$ cat config.mk
export PLATFORM = sky130hd
export DESIGN_NAME = his_top
export DESIGN_NICKNAME = d
export VERILOG_FILES = /design/src/hdl/his_pkg.sv /design/src/hdl/his_top.sv /design/src/hdl/his_wb_readout.sv /design/src/hdl/his_bin_ram.sv /design/src/hdl/his_sequencer.sv
export VERILOG_INCLUDE_DIRS = /design/src /design/src/hdl
export SDC_FILE = /design/constraint.sdc
export NUM_CORES = 2
export LEC_CHECK = 0
export BUFFER_PORTS_ARGS = -buffer_cell sky130_fd_sc_hd__buf_4
export CORE_AREA = 4 4 588 590
export DETAILED_ROUTE_END_ITERATION = 8
export DIE_AREA = 0 0 592 594
export PLACE_DENSITY = 0.44
export SYNTH_ARGS = -nofsm -noshare
export SYNTH_HDL_FRONTEND = slang
export SYNTH_HIERARCHICAL = 1
export SYNTH_SLANG_ARGS = --single-unit
$ cat constraint.sdc
create_clock -name clk -period 4 [get_ports clk]
set_input_delay 0.2 -clock clk [delete_from_list [all_inputs] [get_ports clk]]
set_output_delay 0.2 -clock clk [all_outputs]
set_load 0.05 [all_outputs]
$ cat src/hdl/his_macros.svh
`ifndef HIS_MACROS_SVH
`define HIS_MACROS_SVH

// bin index width, 16 time bins per pixel
`define HIS_NB_W 4
// pixel index width, 4 pixels share one bank
`define HIS_PIX_W 2
// hits per pixel in one acquisition
`define HIS_DATA_NUM 8
// acquisitions per frame (96 hits per frame)
`define HIS_ACQ_NUM 3
// bin counter width, saturating
`define HIS_CNT_W 16
// wishbone word address: space bit, pixel, bin
`define HIS_ADR_W 7

// status word layout
`define HIS_ST_READY 0
`define HIS_ST_OVERRUN 1
`define HIS_ST_BANK 2
`define HIS_ST_FRAME_LSB 8
`define HIS_ST_FRAME_W 8

// register index of the release command
`define HIS_REG_RELEASE 1'b1

`endif
$ cat src/hdl/his_pkg.sv
`default_nettype none

`include "his_macros.svh"

package his_pkg;

    // one photon hit from the front end
    typedef struct packed {
        logic                 valid;
        logic [`HIS_NB_W-1:0] bin;
    } his_hit_t;

    // increment request, sequencer to bin memory
    typedef struct packed {
        logic                  valid;
        // bank being filled
        logic                  bank;
        logic [`HIS_PIX_W-1:0] pix;
        logic [`HIS_NB_W-1:0]  bin;
    } his_incr_t;

    // read-and-clear request, readout to bin memory
    typedef struct packed {
        logic                  en;
        logic [`HIS_PIX_W-1:0] pix;
        logic [`HIS_NB_W-1:0]  bin;
    } his_rd_req_t;

    // histogram view of the word address
    typedef struct packed {
        // 0 here
        logic                  space;
        logic [`HIS_PIX_W-1:0] pix;
        logic [`HIS_NB_W-1:0]  bin;
    } his_adr_hist_t;

    // register view of the word address
    typedef struct packed {
        // 1 here
        logic                   space;
        logic [`HIS_ADR_W-3:0]  rsvd;
        // 0 status, 1 release
        logic                   idx;
    } his_adr_reg_t;

    // same word, decoded by the space bit
    typedef union packed {
        his_adr_hist_t hist;
        his_adr_reg_t  regs;
    } his_adr_u;

    // wishbone classic, master side
    typedef struct packed {
        logic                  cyc;
        logic                  stb;
        logic                  we;
        his_adr_u              adr;
        logic [`HIS_CNT_W-1:0] dat;
    } his_wb_req_t;

    // wishbone classic, slave side
    typedef struct packed {
        logic                  ack;
        logic [`HIS_CNT_W-1:0] dat;
    } his_wb_rsp_t;

endpackage

`default_nettype wire

$ cat src/hdl/his_top.sv
`timescale 1ns/10ps
`default_nettype none

`include "his_macros.svh"

module his_top (
    input  logic                 clk,
    input  logic                 res,
    input  his_pkg::his_hit_t    hit,
    input  his_pkg::his_wb_req_t wb_req,
    output his_pkg::his_wb_rsp_t wb_rsp,
    output logic                 bank_ready
);

    import his_pkg::*;

    // sequencer to memory
    his_incr_t incr;
    logic      frame_done;
    logic      fill_bank;

    // readout to memory
    his_rd_req_t           rd_req;
    logic [`HIS_CNT_W-1:0] rd_data;

    // tags hits with pixel and bank
    his_sequencer i_his_sequencer (
        .clk        (clk),
        .res        (res),
        .hit        (hit),
        .incr       (incr),
        .frame_done (frame_done),
        .fill_bank  (fill_bank)
    );

    // two banks of bin counters
    his_bin_ram i_his_bin_ram (
        .clk     (clk),
        .res     (res),
        .incr    (incr),
        .rd_req  (rd_req),
        .rd_data (rd_data)
    );

    // host side
    his_wb_readout i_his_wb_readout (
        .clk        (clk),
        .res        (res),
        .wb_req     (wb_req),
        .wb_rsp     (wb_rsp),
        .frame_done (frame_done),
        .fill_bank  (fill_bank),
        .rd_req     (rd_req),
        .rd_data    (rd_data),
        .bank_ready (bank_ready)
    );

endmodule

`default_nettype wire

$ cat src/hdl/his_wb_readout.sv
`timescale 1ns/10ps
`default_nettype none

`include "his_macros.svh"

module his_wb_readout (
    input  logic                  clk,
    input  logic                  res,
    input  his_pkg::his_wb_req_t  wb_req,
    output his_pkg::his_wb_rsp_t  wb_rsp,
    input  logic                  frame_done,
    input  logic                  fill_bank,
    output his_pkg::his_rd_req_t  rd_req,
    input  logic [`HIS_CNT_W-1:0] rd_data,
    output logic                  bank_ready
);

    import his_pkg::*;

    his_adr_u adr;

    // new cycle seen, not yet acknowledged
    logic req_new;
    logic hist_sel;
    logic release_cmd;

    logic ack_q;
    // data source for the current ack
    logic                  hist_q;
    logic [`HIS_CNT_W-1:0] stat_q;

    // status registers
    logic                      ready;
    logic                      overrun;
    logic [`HIS_ST_FRAME_W-1:0] frame_cnt;
    logic [`HIS_CNT_W-1:0]     status;

    assign adr = wb_req.adr;

    assign req_new  = wb_req.cyc && wb_req.stb && !ack_q;
    assign hist_sel = !adr.hist.space;

    assign release_cmd = req_new && wb_req.we && adr.regs.space
                         && (adr.regs.idx == `HIS_REG_RELEASE);

    // single read pulse into the memory, data comes back with ack
    assign rd_req = '{
        en:  req_new && !wb_req.we && hist_sel,
        pix: adr.hist.pix,
        bin: adr.hist.bin
    };

    // status word assembly
    always_comb begin
        status = '0;
        status[`HIS_ST_READY]   = ready;
        status[`HIS_ST_OVERRUN] = overrun;
        status[`HIS_ST_BANK]    = fill_bank;
        status[`HIS_ST_FRAME_LSB +: `HIS_ST_FRAME_W] = frame_cnt;
    end

    // ack one cycle after sampling
    always_ff @(posedge clk or negedge res) begin
        if (!res) begin
            ack_q <= 1'b0;
        end else begin
            ack_q <= req_new;
        end
    end

    // capture what the ack will return
    always_ff @(posedge clk) begin
        if (req_new) begin
            hist_q <= hist_sel;
            stat_q <= status;
        end
    end

    always_ff @(posedge clk or negedge res) begin
        if (!res) begin
            ready     <= 1'b0;
            overrun   <= 1'b0;
            frame_cnt <= '0;
        end else begin
            if (release_cmd) begin
                ready   <= 1'b0;
                overrun <= 1'b0;
            end
            // new frame wins over a release in the same cycle
            if (frame_done) begin
                ready     <= 1'b1;
                frame_cnt <= frame_cnt + 1'b1;
                // previous bank never released
                if (ready && !release_cmd) begin
                    overrun <= 1'b1;
                end
            end
        end
    end

    assign wb_rsp = '{
        ack: ack_q,
        dat: hist_q ? rd_data : stat_q
    };

    assign bank_ready = ready;

endmodule

`default_nettype wire

$ cat src/hdl/his_bin_ram.sv
`timescale 1ns/10ps
`default_nettype none

`include "his_macros.svh"

module his_bin_ram (
    input  logic                  clk,
    input  logic                  res,
    input  his_pkg::his_incr_t    incr,
    input  his_pkg::his_rd_req_t  rd_req,
    output logic [`HIS_CNT_W-1:0] rd_data
);

    import his_pkg::*;

    // both banks in one array, address is {bank, pix, bin}
    logic [`HIS_CNT_W-1:0] mem [0:(2**(`HIS_PIX_W+`HIS_NB_W+1))-1];

    // stage one, request plus counter value read from memory
    his_incr_t             s1;
    logic [`HIS_CNT_W-1:0] s1_cnt;
    // stage two result, written back on the next edge
    logic [`HIS_CNT_W-1:0] s1_sum;

    logic [`HIS_PIX_W+`HIS_NB_W:0] incr_addr;
    logic [`HIS_PIX_W+`HIS_NB_W:0] s1_addr;
    logic [`HIS_PIX_W+`HIS_NB_W:0] rd_addr;

    // back-to-back hit on the same bin
    logic fwd;

    assign incr_addr = {incr.bank, incr.pix, incr.bin};
    assign s1_addr   = {s1.bank, s1.pix, s1.bin};
    // readout always sees the bank not being filled
    assign rd_addr   = {~s1.bank, rd_req.pix, rd_req.bin};

    assign fwd = s1.valid && incr.valid && (s1_addr == incr_addr);

    // saturate at all ones
    assign s1_sum = (s1_cnt == '1) ? s1_cnt : s1_cnt + 1'b1;

    // stage one control, bank tracked every cycle
    always_ff @(posedge clk or negedge res) begin
        if (!res) begin
            s1 <= '0;
        end else begin
            s1 <= incr;
        end
    end

    // stage one counter read
    always_ff @(posedge clk) begin
        if (incr.valid) begin
            // stale memory word when the previous hit hit the same bin
            if (fwd) begin
                s1_cnt <= s1_sum;
            end else begin
                s1_cnt <= mem[incr_addr];
            end
        end
    end

    // stage two write back and clear-on-read
    always_ff @(posedge clk or negedge res) begin
        if (!res) begin
            // sweep both banks
            for (int i = 0; i < $size(mem); i++) begin
                mem[i] <= '0;
            end
        end else begin
            if (rd_req.en) begin
                mem[rd_addr] <= '0;
            end
            // read and increment target different banks
            if (s1.valid) begin
                mem[s1_addr] <= s1_sum;
            end
        end
    end

    // read port, one cycle latency
    always_ff @(posedge clk) begin
        if (rd_req.en) begin
            rd_data <= mem[rd_addr];
        end
    end

endmodule

`default_nettype wire

$ cat src/hdl/his_sequencer.sv
`timescale 1ns/10ps
`default_nettype none

`include "his_macros.svh"

module his_sequencer (
    input  logic               clk,
    input  logic               res,
    input  his_pkg::his_hit_t  hit,
    output his_pkg::his_incr_t incr,
    output logic               frame_done,
    output logic               fill_bank
);

    // nested position counters
    logic [$clog2(`HIS_DATA_NUM)-1:0] hit_cnt;
    logic [`HIS_PIX_W-1:0]            pix_cnt;
    logic [$clog2(`HIS_ACQ_NUM)-1:0]  acq_cnt;

    // wrap conditions
    logic hit_last;
    logic pix_last;
    logic acq_last;
    logic frame_last;

    // registered increment fields
    logic                  incr_vld;
    logic                  incr_bank;
    logic [`HIS_PIX_W-1:0] incr_pix;
    logic [`HIS_NB_W-1:0]  incr_bin;

    assign hit_last   = (hit_cnt == `HIS_DATA_NUM - 1);
    assign pix_last   = (pix_cnt == '1);
    assign acq_last   = (acq_cnt == `HIS_ACQ_NUM - 1);
    assign frame_last = hit_last && pix_last && acq_last;

    always_ff @(posedge clk or negedge res) begin
        if (!res) begin
            hit_cnt    <= '0;
            pix_cnt    <= '0;
            acq_cnt    <= '0;
            fill_bank  <= 1'b0;
            frame_done <= 1'b0;
            incr_vld   <= 1'b0;
            incr_bank  <= 1'b0;
        end else begin
            incr_vld   <= hit.valid;
            // bank follows fill_bank every cycle, so the memory sees the swap
            // even when no hits come after it
            incr_bank  <= fill_bank;
            frame_done <= hit.valid && frame_last;
            if (hit.valid) begin
                if (hit_last) begin
                    hit_cnt <= '0;
                    if (pix_last) begin
                        pix_cnt <= '0;
                        if (acq_last) begin
                            // frame complete, next hit goes to other bank
                            acq_cnt   <= '0;
                            fill_bank <= ~fill_bank;
                        end else begin
                            acq_cnt <= acq_cnt + 1'b1;
                        end
                    end else begin
                        pix_cnt <= pix_cnt + 1'b1;
                    end
                end else begin
                    hit_cnt <= hit_cnt + 1'b1;
                end
            end
        end
    end

    // hit tagged with the pixel before the counters move on
    always_ff @(posedge clk) begin
        incr_pix <= pix_cnt;
        incr_bin <= hit.bin;
    end

    assign incr = '{
        valid: incr_vld,
        bank:  incr_bank,
        pix:   incr_pix,
        bin:   incr_bin
    };

endmodule

`default_nettype wire

==> metrics.txt <==
status=complete, but fails checks; violated checks=slew limit; maximum clock frequency=253.8 MHz; Max-slew headroom=-9.633%; PwrDens=599.4 nW/µm²; crit end category=flop; critical path required time=4.66 ns; largest net degree at the start of global routing=158; initial cell density of the core=between 30% and 40%; Worst setup SP type=flop; Final nets=roughly 11000; Final GP Congestion=roughly 1; total CTS buffers=262; gr usage total=approximately a third; CTS sink count=2128; FFs w/ async S/R, synth=97.65%; Port Buffers=34; final setup violation count=0; Clock Latency Late Sink=0.96 ns; CTS tree=done; Via-to-Cell Ratio=6.528; Synth top area share=47.90%; number of DRC markers in iteration 0=around 15000; DP HPWL=between 400 and 500 mm; Tightest Pin Transition=between 1.5 and 2 ns; Post-synth EDFFs=44; most common cell after layout, fill and taps aside=nand2_1; Area contributors post-synth=dfrtp_1, mux4_2, o21ai_0, nand2_1, a22oi_1; Die ar.=351600 µm²; sequential cell area fraction in the yosys report=49.23%; Cell variety after synth=96; routed vias=101400; Synth Flop Type=dfrtp_1; die width=roughly 590 µm; Worst Path Arrival=about 4.6 ns; Root Buffer=clkbuf_16; final WL=629.3 mm; layout cell share with drive strength beyond 1=19.91%; Mapped Nets=10550; most frequent cells in the layout=nand2_1, dfrtp_1, o21ai_0; Synth Instances=10510; Post-Syn Area per Cell=10.33 µm²; H-tree Lvls=5; CP max FO=26; post-route ant nets=0; biggest area consumer among synthesized cells=dfrtp_1; drt wl/cell=40.52 µm; Mapped Area=around 110000 µm²; clock-pin transition on the worst setup and hold timing paths=0.06 ns; worst-case clock skew=0.06311 ns; core area=around 340000 µm²; TritonRoute pass-1 iters=8; vias in the first global route=just under 100k; initial antenna violation count=76; Crit Path Class=flop to flop; detailed-route DRC error count=0; die height=594 µm; Yosys reg bits=2128; Max-Cap Viols=0; Place WS=around 0.041 ns; part of the cycle the worst path needs=between 90% and 100%; Clock Tree Buf Depth=4; synth warn=6; fin. max-slew vios=1; grt ovf=0; Lkg Pwr=54.61 nW; Layout Area Growth over Synthesis=18.03%; worst setup margin=0.06043 ns; placement row count=about 210; unrepaired setup endpoints after global routing=no; Min-Delay Path Class=primary input to flop; post-layout min period=3.940 ns; first-pass GRT wire length=856.4 mm; I/O Pins=51; Final Hold Viols=0; post-CTS setup buffer count=0; worst vdd ir=0.7404 mV; setup TNS=0 ns
-- state kept, by name, indices dropped and copies added (netlist names), 2 cells and up --
name                        flops
i_his_wb_readout/frame_cnt      8
i_his_bin_ram/rd_data          16
i_his_bin_ram/mem            2048
i_his_wb_readout/stat_q        11
i_his_sequencer/acq_cnt         2
i_his_sequencer/incr_pix        2
i_his_bin_ram/s1_cnt           16
i_his_sequencer/hit_cnt         3
i_his_bin_ram/s1                8
i_his_sequencer/incr_bin        4
i_his_sequencer/pix_cnt         2
-- final timing paths --
check	depth (start not counted)	end	startpoint	slack (ns)
setup reg to reg	10	i_his_bin_ram/s1_cnt[9]	i_his_sequencer/incr_bin[0]	0.06
setup / recovery	10	i_his_bin_ram/s1_cnt[9]	i_his_sequencer/incr_bin[0]	0.06
hold / removal	3	i_his_sequencer/hit_cnt[1]	hit[4]	0.08
max in group asynchronous	3	i_his_bin_ram/mem[905]	res	2.64
min in group asynchronous	3	i_his_bin_ram/mem[1939]	res	0.14
hold reg to reg	0	i_his_sequencer/incr_pix[1]	i_his_sequencer/pix_cnt[1]	0.41
-- kinds of logic (layout without fill, tap and decap cells) --
family / Yosys count / count (layout) / share of synthesized area, %
multiplexers: 861 / 861 / 13.93
buffers and inverters: 1037 / 1491 / 4.428
flip-flops: 2128 / 2128 / 49.23
AND/OR/NAND/NOR: 2846 / 2846 / 11.24
XOR/XNOR: 25 / 25 / 0.2017
adder cells (fa/ha/maj): 5 / 5 / 0.05763
AO/OA/AOI/OAI: 3610 / 3610 / 20.91
other: 0 / 28 / 0
-- cell type report --
class / instances / area, µm²
antenna: 28 / 70.07
clock buffer: 383 / 7664
clock inverter: 73 / 819.5
fill: 33620 / 211700
inverter: 17 / 76.32
multi-input combinational: 7347 / 50910
sequential: 2128 / 53470
tap: 4536 / 5675
timing repair buffer: 1018 / 9444
-- critical path: stages (launching register included) --
cell,delay (ns)
dfxtp_4,0.57
buf_12,0.26
buf_12,0.26
buf_12,0.24
mux4_2,0.53
a32oi_1,0.29
nand4_1,0.15
buf_4,0.21
a211oi_1,0.71
buf_4,0.23
o221ai_1,0.10
-- per-layer routing --
metal | routed length, µm | track usage (%)
met5 | 255 | 0
met4 | 45990 | 20.48
met3 | 75920 | 11.38
met2 | 263400 | 49.78
met1 | 243800 | 45.78
-- through the flow --
stage	hold slack [ns]	cells	power [mW]	utilization, %	area [µm²]
final	0.08026	15530	76.80	37.71	128100
after global routing	0.05405	15500	79.30	37.69	128100
after CTS	0.03738	15500	76.28	37.68	128000
after detailed placement	0.1446	15030	51.83	35.12	119300
after global placement	0.1545	15030	51.39	35.12	119300
after floorplan	-0.09559	10510	40.16	-	108600
-- cell usage after synthesis, types with 26 or more instances --
cell type  number
a31oi_1        62
nand2b_1       27
and2_1         31
a22o_1        336
and4_1         37
buf_2         186
o21ai_0      1839
mux2i_1       212
clkbuf_1      664
nor2_1        249
buf_6          42
o221ai_1       46
o22ai_1        48
a211oi_1       27
nor4_1         39
mux4_2        495
nand4_1        75
a21oi_1       277
a221oi_1      125
buf_1          65
a22oi_1       556
nand2_1      2088
nor4bb_1       26
buf_4          45
a2111oi_0      48
nand3_1        85
nor3_1         51
a222oi_1       31
o2bb2ai_1      34
dfrtp_1      2078
mux2_2        146
nor2b_1        26
edfxtp_1       44
-- timing repair --
item	in CTS	in global routing
endpoints found under the hold margin	1598	0
hold buffers	20	0
endpoints found under the setup margin	0	1
resized for setup	0	1
-- power breakdown --
group          internal, mW  switching [mW]  leakage, nW
logic                  7.07            14.9         28.9
registers              26.2            4.19         21.5
clock network          14.2            10.2         4.19
Power figures use the tool's default switching activity.
